--- config.mk ---
export PLATFORM = sky130hd
export DESIGN_NAME = result_writeback
export DESIGN_NICKNAME = d
export VERILOG_FILES = /design/src/alu_pkg.sv /design/src/result_writeback.sv
export SDC_FILE = /design/constraint.sdc
export NUM_CORES = 1
export LEC_CHECK = 0
export BUFFER_PORTS_ARGS = -buffer_cell sky130_fd_sc_hd__buf_4
export CAP_MARGIN = 40
export CORE_AREA = 2 2 118 120
export DETAILED_ROUTE_END_ITERATION = 6
export DIE_AREA = 0 0 120 122
export PLACE_DENSITY = 0.53
export SETUP_SLACK_MARGIN = 0.5
export SLEW_MARGIN = 20
export SYNTH_ARGS = -nofsm -noshare
export SYNTH_HDL_FRONTEND = slang
export SYNTH_SLANG_ARGS = --single-unit
export TNS_END_PERCENT = 100
--- constraint.sdc ---
create_clock -name clk -period 7.75 [get_ports clk]
set_input_delay 1.55 -clock clk [delete_from_list [all_inputs] [get_ports clk]]
set_output_delay 1.55 -clock clk [all_outputs]
set_load 0.05 [all_outputs]
--- src/alu_pkg.sv ---
package alu_pkg;

    parameter int data_width = 32;
    parameter int reg_count  = 16;

    typedef logic [data_width-1:0]         word_t;
    typedef logic [2*data_width-1:0]       dword_t;   // ALU result, HI in the upper half
    typedef logic [$clog2(reg_count)-1:0]  reg_index_t;

    // Opcode encodings of the teaching processor
    typedef enum logic [4:0] {
        op_add          = 5'b00011,
        op_sub          = 5'b00100,
        op_shr          = 5'b00101,
        op_shra         = 5'b00110,
        op_shl          = 5'b00111,
        op_ror          = 5'b01000,
        op_rol          = 5'b01001,
        op_or           = 5'b01010,
        op_and          = 5'b01011,
        op_mul          = 5'b01111,
        op_div          = 5'b10000,
        op_neg          = 5'b10001,
        op_not          = 5'b10010,
        op_add_unsigned = 5'b11111
    } alu_op_e;

    // One command leaving the operand stage
    typedef struct packed {
        logic       valid;
        alu_op_e    op;
        logic       inc_pc;
        word_t      operand_a;
        word_t      operand_b;
        reg_index_t dest;
    } alu_request_t;

    // Contents of the Z register
    typedef struct packed {
        logic       valid;
        logic       to_hi_lo;   // Multiply and divide go to HI/LO
        reg_index_t dest;
        dword_t     value;
    } alu_result_t;

endpackage

--- src/result_writeback.sv ---
`timescale 1ns/1ps

module result_writeback #(
    parameter int data_width = alu_pkg::data_width
) (
    input  logic                 clk,
    input  logic                 reset,
    input  alu_pkg::alu_result_t z,
    output logic                 wb_valid,
    output alu_pkg::reg_index_t  wb_dest,
    output alu_pkg::word_t       wb_data,
    output alu_pkg::word_t       hi,
    output alu_pkg::word_t       lo
);

    import alu_pkg::*;

    logic [data_width-1:0] z_high;
    logic [data_width-1:0] z_low;
    logic                  to_regs;
    logic                  to_hi_lo;

    assign z_high   = z.value[2*data_width-1:data_width];
    assign z_low    = z.value[data_width-1:0];
    assign to_regs  = z.valid && !z.to_hi_lo;
    assign to_hi_lo = z.valid && z.to_hi_lo;

    // Register write port, one cycle per result
    always_ff @(posedge clk) begin
        if (reset) begin
            wb_valid <= 1'b0;
        end else begin
            wb_valid <= to_regs;
        end

        if (to_regs) begin
            wb_dest <= z.dest;
            wb_data <= z_low;
        end
    end

    // HI and LO for multiply and divide
    always_ff @(posedge clk) begin
        if (reset) begin
            hi <= '0;
            lo <= '0;
        end else if (to_hi_lo) begin
            hi <= z_high;   // Product high word or remainder
            lo <= z_low;    // Product low word or quotient
        end
    end

endmodule

# [Word-level counts from Yosys, hierarchy flattened]
# Cells that the tools add are included.
[totals] regBits=101 inputBits=72 out_inout_bits=101 wordCells=8
[classes] n_reduce_logical=3
[op_table] op="$logic_and 1x1->1" n=2
[op_table] op="$logic_not 1->1" n=1

# [Longest topological paths before layout]
[logic_depth] word_depth=2 mapped_depth=4 mapped_depth_nobuf=2

# [Worst setup path after synthesis]
# No wires, ideal clock.
[synth_path] kind="input -> register" from="input port z[68] (netlist bit)" to="register wb_data[0], enable pin" setup_time_ns=0.435 arrival_ns=3.317 required_ns=7.315 path_slack_ns=3.998 cell_stages=2 path_buffers=1 path_cell_list="buf_6 -> nor2b_1"
[synth_between] elab_chain_len=2
[synth_lines] element="from (decl)" line="result_writeback.sv:8" source="input alu_pkg::alu_result_t z,"
[synth_lines] element="$logic_not 1->1" line="result_writeback.sv:25" source="assign to_regs = z.valid && !z.to_hi_lo;"
[synth_lines] element="$logic_and 1x1->1" line="result_writeback.sv:25"
[synth_lines] element="via to_regs" line="result_writeback.sv:20" source="logic to_regs;"
[synth_lines] element="to (signal assigned)" line="result_writeback.sv:38" source="wb_data <= z_low;"
[synth_lines] element="to (decl)" line="result_writeback.sv:11" source="output alu_pkg::word_t wb_data,"
# The timed path passes the listed nets, and every way through them passes these cells.
# A chain may end at the register's enable or synchronous reset.

# [Final worst setup path]
[layout_path] from="input port z[68] (netlist bit)" to="register hi[22]"
[layout_between] elab_chain_len=1
[layout_lines] element="$logic_and 1x1->1" line="result_writeback.sv:26" source="assign to_hi_lo = z.valid && z.to_hi_lo;"
[layout_lines] element="to (signal assigned)" line="result_writeback.sv:48" source="hi <= z_high;"
[layout_lines] element="to (decl)" line="result_writeback.sv:12" source="output alu_pkg::word_t hi,"
# No other way between the ends.

==> flow_metrics.tcl <==
set metrics [dict create \
    outcome "finished, final reports clean" \
    synth_area_leaders "dfxtp_1 (33%), edfxtp_1 (27%), a21bo_1 (14%), nand3_1 (8.1%), a21oi_1 (5.6%)" \
    ant_nets 0 \
    reg2reg_from "lo[18]" \
    initial_utilization 0.293 \
    r2r_cells 2 \
    die_x_microns 120 \
    clk_path_buf_depth 2 \
    num_vias 3027 \
    fin_crit_ps 2850 \
    power_mw 1.30 \
    setup_viol 0 \
    area_growth_pct 43.3 \
    die_area_sq_um 14600 \
    max_freq_ghz 0.351 \
    num_antenna_cells 0 \
    antenna_found_initial 0 \
    dpl_cell_area_sq_um 5340 \
    clock-sinks 101 \
    worstMarginPinSlew_ps 769 \
    yosysWarnings 0 \
    maxSlewViolCount 0 \
    postRouteWirelength_microns 9640 \
    postCtsHoldBufs 0 \
    critPathKind "in -> reg" \
    ir_drop_mv 0.108 \
    hpwl_microns 6490 \
    die_h_microns 122 \
    synth_top_flop_cell "dfxtp_1" \
    relSlewSlack 0.487 \
    cts_tree "yes" \
    finClkSkew_ps 0 \
    fin_util 0.420 \
    grt_pass1_wl_microns 14600 \
    yosysMostFrequentCell "dfxtp_1" \
    grt-ovfl-total 0 \
    worst-path-max-fanout 77 \
    p_per_area_nw_per_um2 229 \
    p_leak_nw 2.34 \
    holdPathStages 2 \
    synthTopCellsByCount "dfxtp_1 (65), nand3_1 (64), a21bo_1 (56), a21oi_1 (44), edfxtp_1 (36)" \
    drive_above_1_share 0.451 \
    core_sq_um 13500 \
    grt_pass1_vias 2797 \
    ff_latch_area_sq_um 2380 \
    root_buffer "clkbuf_16" \
    avgSynthCellArea_sq_um 12.0 \
    synthesis.nets 402 \
    min_to "lo[11]" \
    end_kind "register" \
    yosys_register_bits 101 \
    fin_ws_ps 4900 \
    multi_input_area_sq_um 1380 \
    yosysTopAreaCellShare 0.328 \
    track_usage 0.126 \
    synth.distinct_cells 13 \
    ys_async_sr_fraction 0 \
    cts_resized 0 \
    cts-buffers-inserted 9 \
    maxCapViolCount 0 \
    synth_top_area_cell "dfxtp_1" \
    synth-edff-count 36 \
    synthCells 330 \
    first_pass_iters 4 \
    nFillCells 1314 \
    seq_area_frac_synth 0.601 \
    clock_latency_ps 330 \
    post-place-ws_ps 4520 \
    drcViolationCount 0 \
    final_area_sq_um 5680 \
    clk_pin_slew_ps 70 \
    r2r_slack_ps 6970 \
    htreeDepth 3 \
    grt_max_degree 78 \
    first_iter_violations 228 \
    setup_tns_ps 0 \
    fp-row-count 43 \
    io_pins 173 \
    critical_path_arrival_ps 3120 \
    post-cts-setup-buffers 0 \
    routedWlPerCell_microns 14.4 \
    place_congestion 0.691 \
    rsz0062_at_grt "false" \
    crit_path_start_kind "primary input" \
    nets 555 \
    timing.rr.end "lo[18]" \
    syn_area_sq_um 3960 \
    hold_viol 0 \
    viasPerCell 4.53 \
    fin_crit_sh 0.368 \
    min_path_type "reg -> reg" \
    crit_required_ps 8020 \
    hold_start "lo[11]" \
    port_buffers 172 \
]
==> power breakdown <==
| part | switching (mW) | internal [mW] |
|---|---|---|
| Clock | 0.196 | 0.272 |
| Combinational | 0.158 | 0.0830 |
| Sequential | 0.0109 | 0.578 |
==> critical path, stage by stage <==
cell	delay, ps
buf_4	430
buf_4	690
nand3_1	200
a21oi_2	150
==> flip-flops by register name, summed over array words and instances, names as in the netlist <==
register and count:
hi 32, lo 32, wb_data 32, wb_dest 4, wb_valid 1
==> metal layers <==
metal  global-route usage  up-vias  routed length [microns]
li1                     -     1506                        -
met1                0.168     1408                     4440
met2                0.190      103                     4300
met5                    0        -                        0
met4               0.0574        0                      161
met3               0.0351       10                      735
==> worst max-delay path by stage <==
stage | startpoint | slack, ps | endpoint
4_1_cts | z[68] | 4880 | lo[4]
6_report | z[68] | 4900 | hi[22]
2_1_floorplan | z[68] | 4000 | wb_data[0]
3_3_place_gp | z[68] | 4540 | lo[5]
3_5_place_dp | z[68] | 4520 | lo[5]
5_1_grt | z[68] | 4750 | hi[22]
==> cells in the final DEF, fill, tap and decap left out, drive strengths merged <==
cell and count:
buf 177, dfxtp 65, nand3 64, a21bo 64, a21oi 64, edfxtp 36
clkbuf 12, nor2b 2, clkinvlp 1, inv 1, bufinv 1, clkinv 1
==> final cells by class <==
| class | instances | share of cell area |
|---|---|---|
| timing repair buffer | 177 | 0.243 |
| multi-input combinational | 194 | 0.242 |
| tap | 180 | 0.0397 |
| sequential | 101 | 0.420 |
| clock inverter | 4 | 0.00970 |
| clock buffer | 12 | 0.0454 |
==> metrics by stage <==
step | std cells | hold WS [ps]
after floorplan | 330 | 802
after global placement | 649 | 560
after detailed placement | 651 | 563
after CTS | 667 | 577
after global routing | 668 | 596
final | 668 | 572
==> kinds of logic after synthesis <==
kind of cell / share of synthesized area
AO/OA/AOI/OAI: 0.262
AND/OR/NAND/NOR: 0.0840
buffers and inverters: 0.0531
flip-flops: 0.601
Power figures use the tool's default switching activity.
