`config.mk`:
```
export PLATFORM = sky130hd
export DESIGN_NAME = register_file
export DESIGN_NICKNAME = d
export VERILOG_FILES = /design/src/alu_pkg.sv /design/src/register_file.sv
export SDC_FILE = /design/constraint.sdc
export NUM_CORES = 1
export LEC_CHECK = 0
export ABC_CLOCK_PERIOD_IN_PS = 2900
export BUFFER_PORTS_ARGS = -buffer_cell sky130_fd_sc_hd__buf_2
export CAP_MARGIN = 20
export CORE_MARGIN = 5
export CORE_UTILIZATION = 44
export DETAILED_ROUTE_END_ITERATION = 7
export MAX_ROUTING_LAYER = met4
export SLEW_MARGIN = 20
export SYNTH_ARGS = -nofsm -noshare
export SYNTH_HDL_FRONTEND = slang
export SYNTH_SLANG_ARGS = --single-unit
```
`constraint.sdc`:
```
create_clock -name clk -period 2.9 [get_ports clk]
set_input_delay 0.145 -clock clk [delete_from_list [all_inputs] [get_ports clk]]
set_output_delay 0.145 -clock clk [all_outputs]
set_load 0.1 [all_outputs]
```
`src/alu_pkg.sv`:
```
package alu_pkg;

    parameter int data_width = 32;
    parameter int reg_count  = 16;

    typedef logic [data_width-1:0]         word_t;
    typedef logic [2*data_width-1:0]       dword_t;   // ALU result, HI in the upper half
    typedef logic [$clog2(reg_count)-1:0]  reg_index_t;

    // Opcode encodings of the teaching processor
    typedef enum logic [4:0] {
        op_add          = 5'b00011,
        op_sub          = 5'b00100,
        op_shr          = 5'b00101,
        op_shra         = 5'b00110,
        op_shl          = 5'b00111,
        op_ror          = 5'b01000,
        op_rol          = 5'b01001,
        op_or           = 5'b01010,
        op_and          = 5'b01011,
        op_mul          = 5'b01111,
        op_div          = 5'b10000,
        op_neg          = 5'b10001,
        op_not          = 5'b10010,
        op_add_unsigned = 5'b11111
    } alu_op_e;

    // One command leaving the operand stage
    typedef struct packed {
        logic       valid;
        alu_op_e    op;
        logic       inc_pc;
        word_t      operand_a;
        word_t      operand_b;
        reg_index_t dest;
    } alu_request_t;

    // Contents of the Z register
    typedef struct packed {
        logic       valid;
        logic       to_hi_lo;   // Multiply and divide go to HI/LO
        reg_index_t dest;
        dword_t     value;
    } alu_result_t;

endpackage

```
`src/register_file.sv`:
```
`timescale 1ns/1ps

module register_file #(
    parameter int data_width = alu_pkg::data_width,
    parameter int reg_count  = alu_pkg::reg_count
) (
    input  logic                 clk,
    input  logic                 reset,
    input  logic                 issue,
    input  alu_pkg::alu_op_e     op,
    input  logic                 inc_pc,
    input  alu_pkg::reg_index_t  src_a,
    input  alu_pkg::reg_index_t  src_b,
    input  alu_pkg::reg_index_t  dest,
    input  logic                 load,
    input  alu_pkg::reg_index_t  load_dest,
    input  alu_pkg::word_t       load_data,
    input  logic                 wb_valid,
    input  alu_pkg::reg_index_t  wb_dest,
    input  alu_pkg::word_t       wb_data,
    output alu_pkg::alu_request_t request
);

    import alu_pkg::*;

    logic [data_width-1:0] regs [reg_count];

    // General registers, writeback beats a direct load
    always_ff @(posedge clk) begin
        if (reset) begin
            for (int i = 0; i < reg_count; i++) begin
                regs[i] <= '0;
            end
        end else if (wb_valid) begin
            regs[wb_dest] <= wb_data;
        end else if (load) begin
            regs[load_dest] <= load_data;
        end
    end

    // Operand stage
    // Sources come straight from the stored values, a write in flight is not seen
    always_ff @(posedge clk) begin
        if (reset) begin
            request.valid <= 1'b0;
        end else begin
            request.valid <= issue;
        end

        if (issue) begin
            request.op        <= op;
            request.inc_pc    <= inc_pc;
            request.operand_a <= regs[src_a];
            request.operand_b <= regs[src_b];
            request.dest      <= dest;
        end
    end

endmodule

```
* Word level (Yosys, flattened, before mapping)
Memory sizes are Yosys's and may differ from the RTL's. A register that Yosys moved wholly into a read port is not among the register bits.
Index checks and enable logic that the tools add are counted.
** Word-level totals
- Register bits after elaboration :: 11
- Bits in writable memories :: 512
- Input bits :: 95
- Output and inout port bits :: 75
- Word-level logic and storage cells :: 22
- Memories kept :: 1
** Memories
- regs :: depth 16, bits a word 32, rd ports 2, clocked after Yosys merged registers in 2, write ports 16, line register_file.sv:26 : logic [data_width-1:0] regs [reg_count];
** Cells by class
- Multiplexer cells :: 15
- Reductions and logical operators :: 2
** Operator list (number)
- two-way mux 32 bit :: 2
- OR reduction 32 bit :: 2
- two-way mux 1 bit :: 11
- two-way mux 4 bit :: 2

* Logic depth before layout (Yosys ltp)
- Word-level depth :: 6
- Gate-level depth with buffers :: 7
- Mapped depth without buffers :: 4

* Least setup slack after synthesis
Ideal clock, no wire load.
- Path kind :: input -> register
- From :: input wb_valid
- To :: memory regs[6][0] (enable)
- Setup time :: 428 ps
- Arrival :: 2584 ps
- Setup slack :: -112 ps
- Stages :: 5
- Path buffers :: 1
- Cell sequence :: nor3b_2 buf_4 mux2i_4 nand2_1 o21bai_1
** RTL lines
- start, declared :: line register_file.sv:18 : input logic wb_valid,
- end, declared :: line register_file.sv:26

==> reports/results.ini <==
[timing]
hold_viol_final = 0
worstMarginPinSlew_ns = 0.882
setup_violations = 0
timing.hold.ws_ns = 0.0622
rsz0062_at_grt = no
slew-limit-headroom_pct = 41.1
fin_crit_ns = 2.51
final_max_slew_viol_count = 0
period_share_pct = 86.5
clock_skew_ns = 0.0304
clock.fmax_ghz = 0.399

[floorplanning]
placeableCoreArea_mm2 = 0.0642
die_h_um = 264
pin_count = 170
die_w_um = 264
dieArea_mm2 = 0.0698
std_cell_rows = 93
start_util_pct = 44.3

[route]
routedWlPerCell_um = 29.3
drtPass1Iterations = 5
vias = 18300
ant_nets = 0
drt_wl_total_mm = 85.4
drc_errors = 0
first_iter_violations = 2017
vias_per_cell = 6.29

[synth]
synth_top_area_share_pct = 61.9
synthArstFlopShare_pct = 0
synthesis.area_mm2 = 0.0284
synth-edff-count = 586
synth_cell_types = 27
avgSynthCellArea_um2 = 15.5
ys_warn_count = 0
yosysMostFrequentCell = edfxtp_1
synth-seq-cells = 587
postSynthCellCount = 1837
synthTopCellsByArea = edfxtp_1, mux4_2, nor3_1, nor2_1, a22oi_1
syn_nets = 1932
ys_seq_area_share_pct = 62.0
yosysTopAreaCell = edfxtp_1
netlist_top_cells_count = edfxtp_1, nor2_1, mux4_2, nor3_1, a22oi_1
synth_ff_type = edfxtp_1

[critical_path]
crit_end = regs[3][1]$_SDFFCE_PN0P_
arrival_ns = 2.75
cp_max_fo = 20
endpoint_kind = flop
worstSetupPathType = in -> reg
r2r_slack_ns = 1.22
critPathLaunchType = input port
ff2ff_path_depth = 3
critPathLaunch = reset
cp.required_ns = 3.14
r2r-start = regs[3][28]$_SDFFCE_PN0P_
timing.rr.end = request[32]$_DFFE_PP_

[placed_design]
dpl_cell_area_mm2 = 0.0311
port_buffers = 169
routabilityCongestion = 0.820
dpl.hpwl_mm = 51.5

[clock_network]
root_buffer = clkbuf_16
cts_made_buffers = 66
cts_max_level = 3
cts_tree = built
cts.sinks = 587
clockBufferDepth = 3
clock_latency_ns = 0.61
cts-resized-gates = 0
clk_pin_slew_ns = 0.05

[worst_hold_path]
hold_path.class = in -> reg

[global_route]
grt_pass1_wl_mm = 126
grt_pass1_vias = 19300
grt_usage_pct = 24.9
grt_max_degree = 129
antenna_found_initial = 1
grt_overflow = 0

[final_layout]
fin_area_mm2 = 0.0332
drive_above_1_share_pct = 32.8
nets = 2110
synthToLayoutAreaGrowth_pct = 16.7
utilization_pct = 51.6
diodes = 0

[pwr]
p_leak_nw = 11.1
peakVddDrop_mv = 0.389
power.density_mw_per_mm2 = 643

[run_status]
status = complete, no violations

[job]
drv_cap = 0

## timing repair
action,CTS,global route
setup buffers,0,0
hold buffers,11,0
hold endpoints to repair,11,0
## logic make-up (layout without fill, tap and decap cells)
logic type / after synthesis / after routing / share of synthesized area (%)
AND/OR/NAND/NOR: 618 / 618 / 9.59
buffers and inverters: 200 / 424 / 3.03
flip-flops: 587 / 587 / 62.0
multiplexers: 294 / 294 / 21.8
AO/OA/AOI/OAI: 138 / 138 / 3.64
## per-layer routing
layer	vias up	part of all wire [%]	GRT usage [%]
met5	-	0	-
met4	0	2.5	7.01
met3	136	9.4	5.62
met2	901	49	39.2
met1	9574	39	33.2
li1	7718	-	-
## metrics by stage
stage | std cells | power, mW | worst slack [ns] | setup TNS [ns]
floorplan | 1837 | 12.5 | -0.112 | -20.59
global placement | 2791 | 13.6 | 0.388 | 0
detailed placement | 2791 | 13.7 | 0.348 | 0
CTS | 2916 | 21.5 | 0.415 | 0
global route | 2916 | 22.0 | 0.268 | 0
finish | 2916 | 21.3 | 0.391 | 0
## worst min-delay path by stage
| stage | from | end | slack [ns] | cells after the start |
|---|---|---|---|---|
| after detailed placement | dest[2] | request[2]$_DFFE_PP_ | 0.32 | 1 |
| after global routing | load_data[18] | regs[13][18]$_SDFFCE_PN0P_ | 0.07 | 4 |
| after CTS | wb_data[20] | regs[0][20]$_SDFFCE_PN0P_ | 0.03 | 4 |
| final | wb_data[30] | regs[5][30]$_SDFFCE_PN0P_ | 0.06 | 4 |
| after global placement | dest[2] | request[2]$_DFFE_PP_ | 0.32 | 1 |
| after floorplan | dest[0] | request[0]$_DFFE_PP_ | 0.24 | 0 |
## power by group
part / switching [mW] / internal [mW] / total, mW
Clock: 3.36 / 4.46 / 7.81
Combinational: 2.20 / 1.12 / 3.32
Sequential: 0.247 / 9.95 / 10.2
Total: 5.80 / 15.5 / 21.3
## worst max-delay path, stage by stage
cell and delay [ns]:
dlygate4sd3_1 0.53, buf_2 0.26, nor3b_4 0.28, buf_4 0.25
mux2i_2 0.48, nand2_1 0.25, o21bai_4 0.18, buf_4 0.35
## state kept, by name, summed over array words and instances, names as in the netlist
signal,count
request,75
regs,512
## placed cells by master (no fill, tap or decap), types with 16 or more instances in the layout
master	Yosys	layout
clkinv_1	0	16
buf_4	4	98
clkbuf_16	0	68
edfxtp_1	586	586
mux2i_1	32	32
buf_2	76	164
a22oi_1	128	128
nor2_1	258	256
nor3_1	256	256
mux4_2	256	256
nand2_1	74	71
buf_12	0	35
## final cells by class
type / count / area [µm²]
flip-flops and latches: 587 / 17600
repair buffers: 310 / 2390
clock inverters: 31 / 205
fillers: 5408 / 31100
multi-input cells: 1050 / 10100
well taps: 855 / 1070
clock buffers: 83 / 1760
No activity file was read; power rests on OpenSTA's default activity.
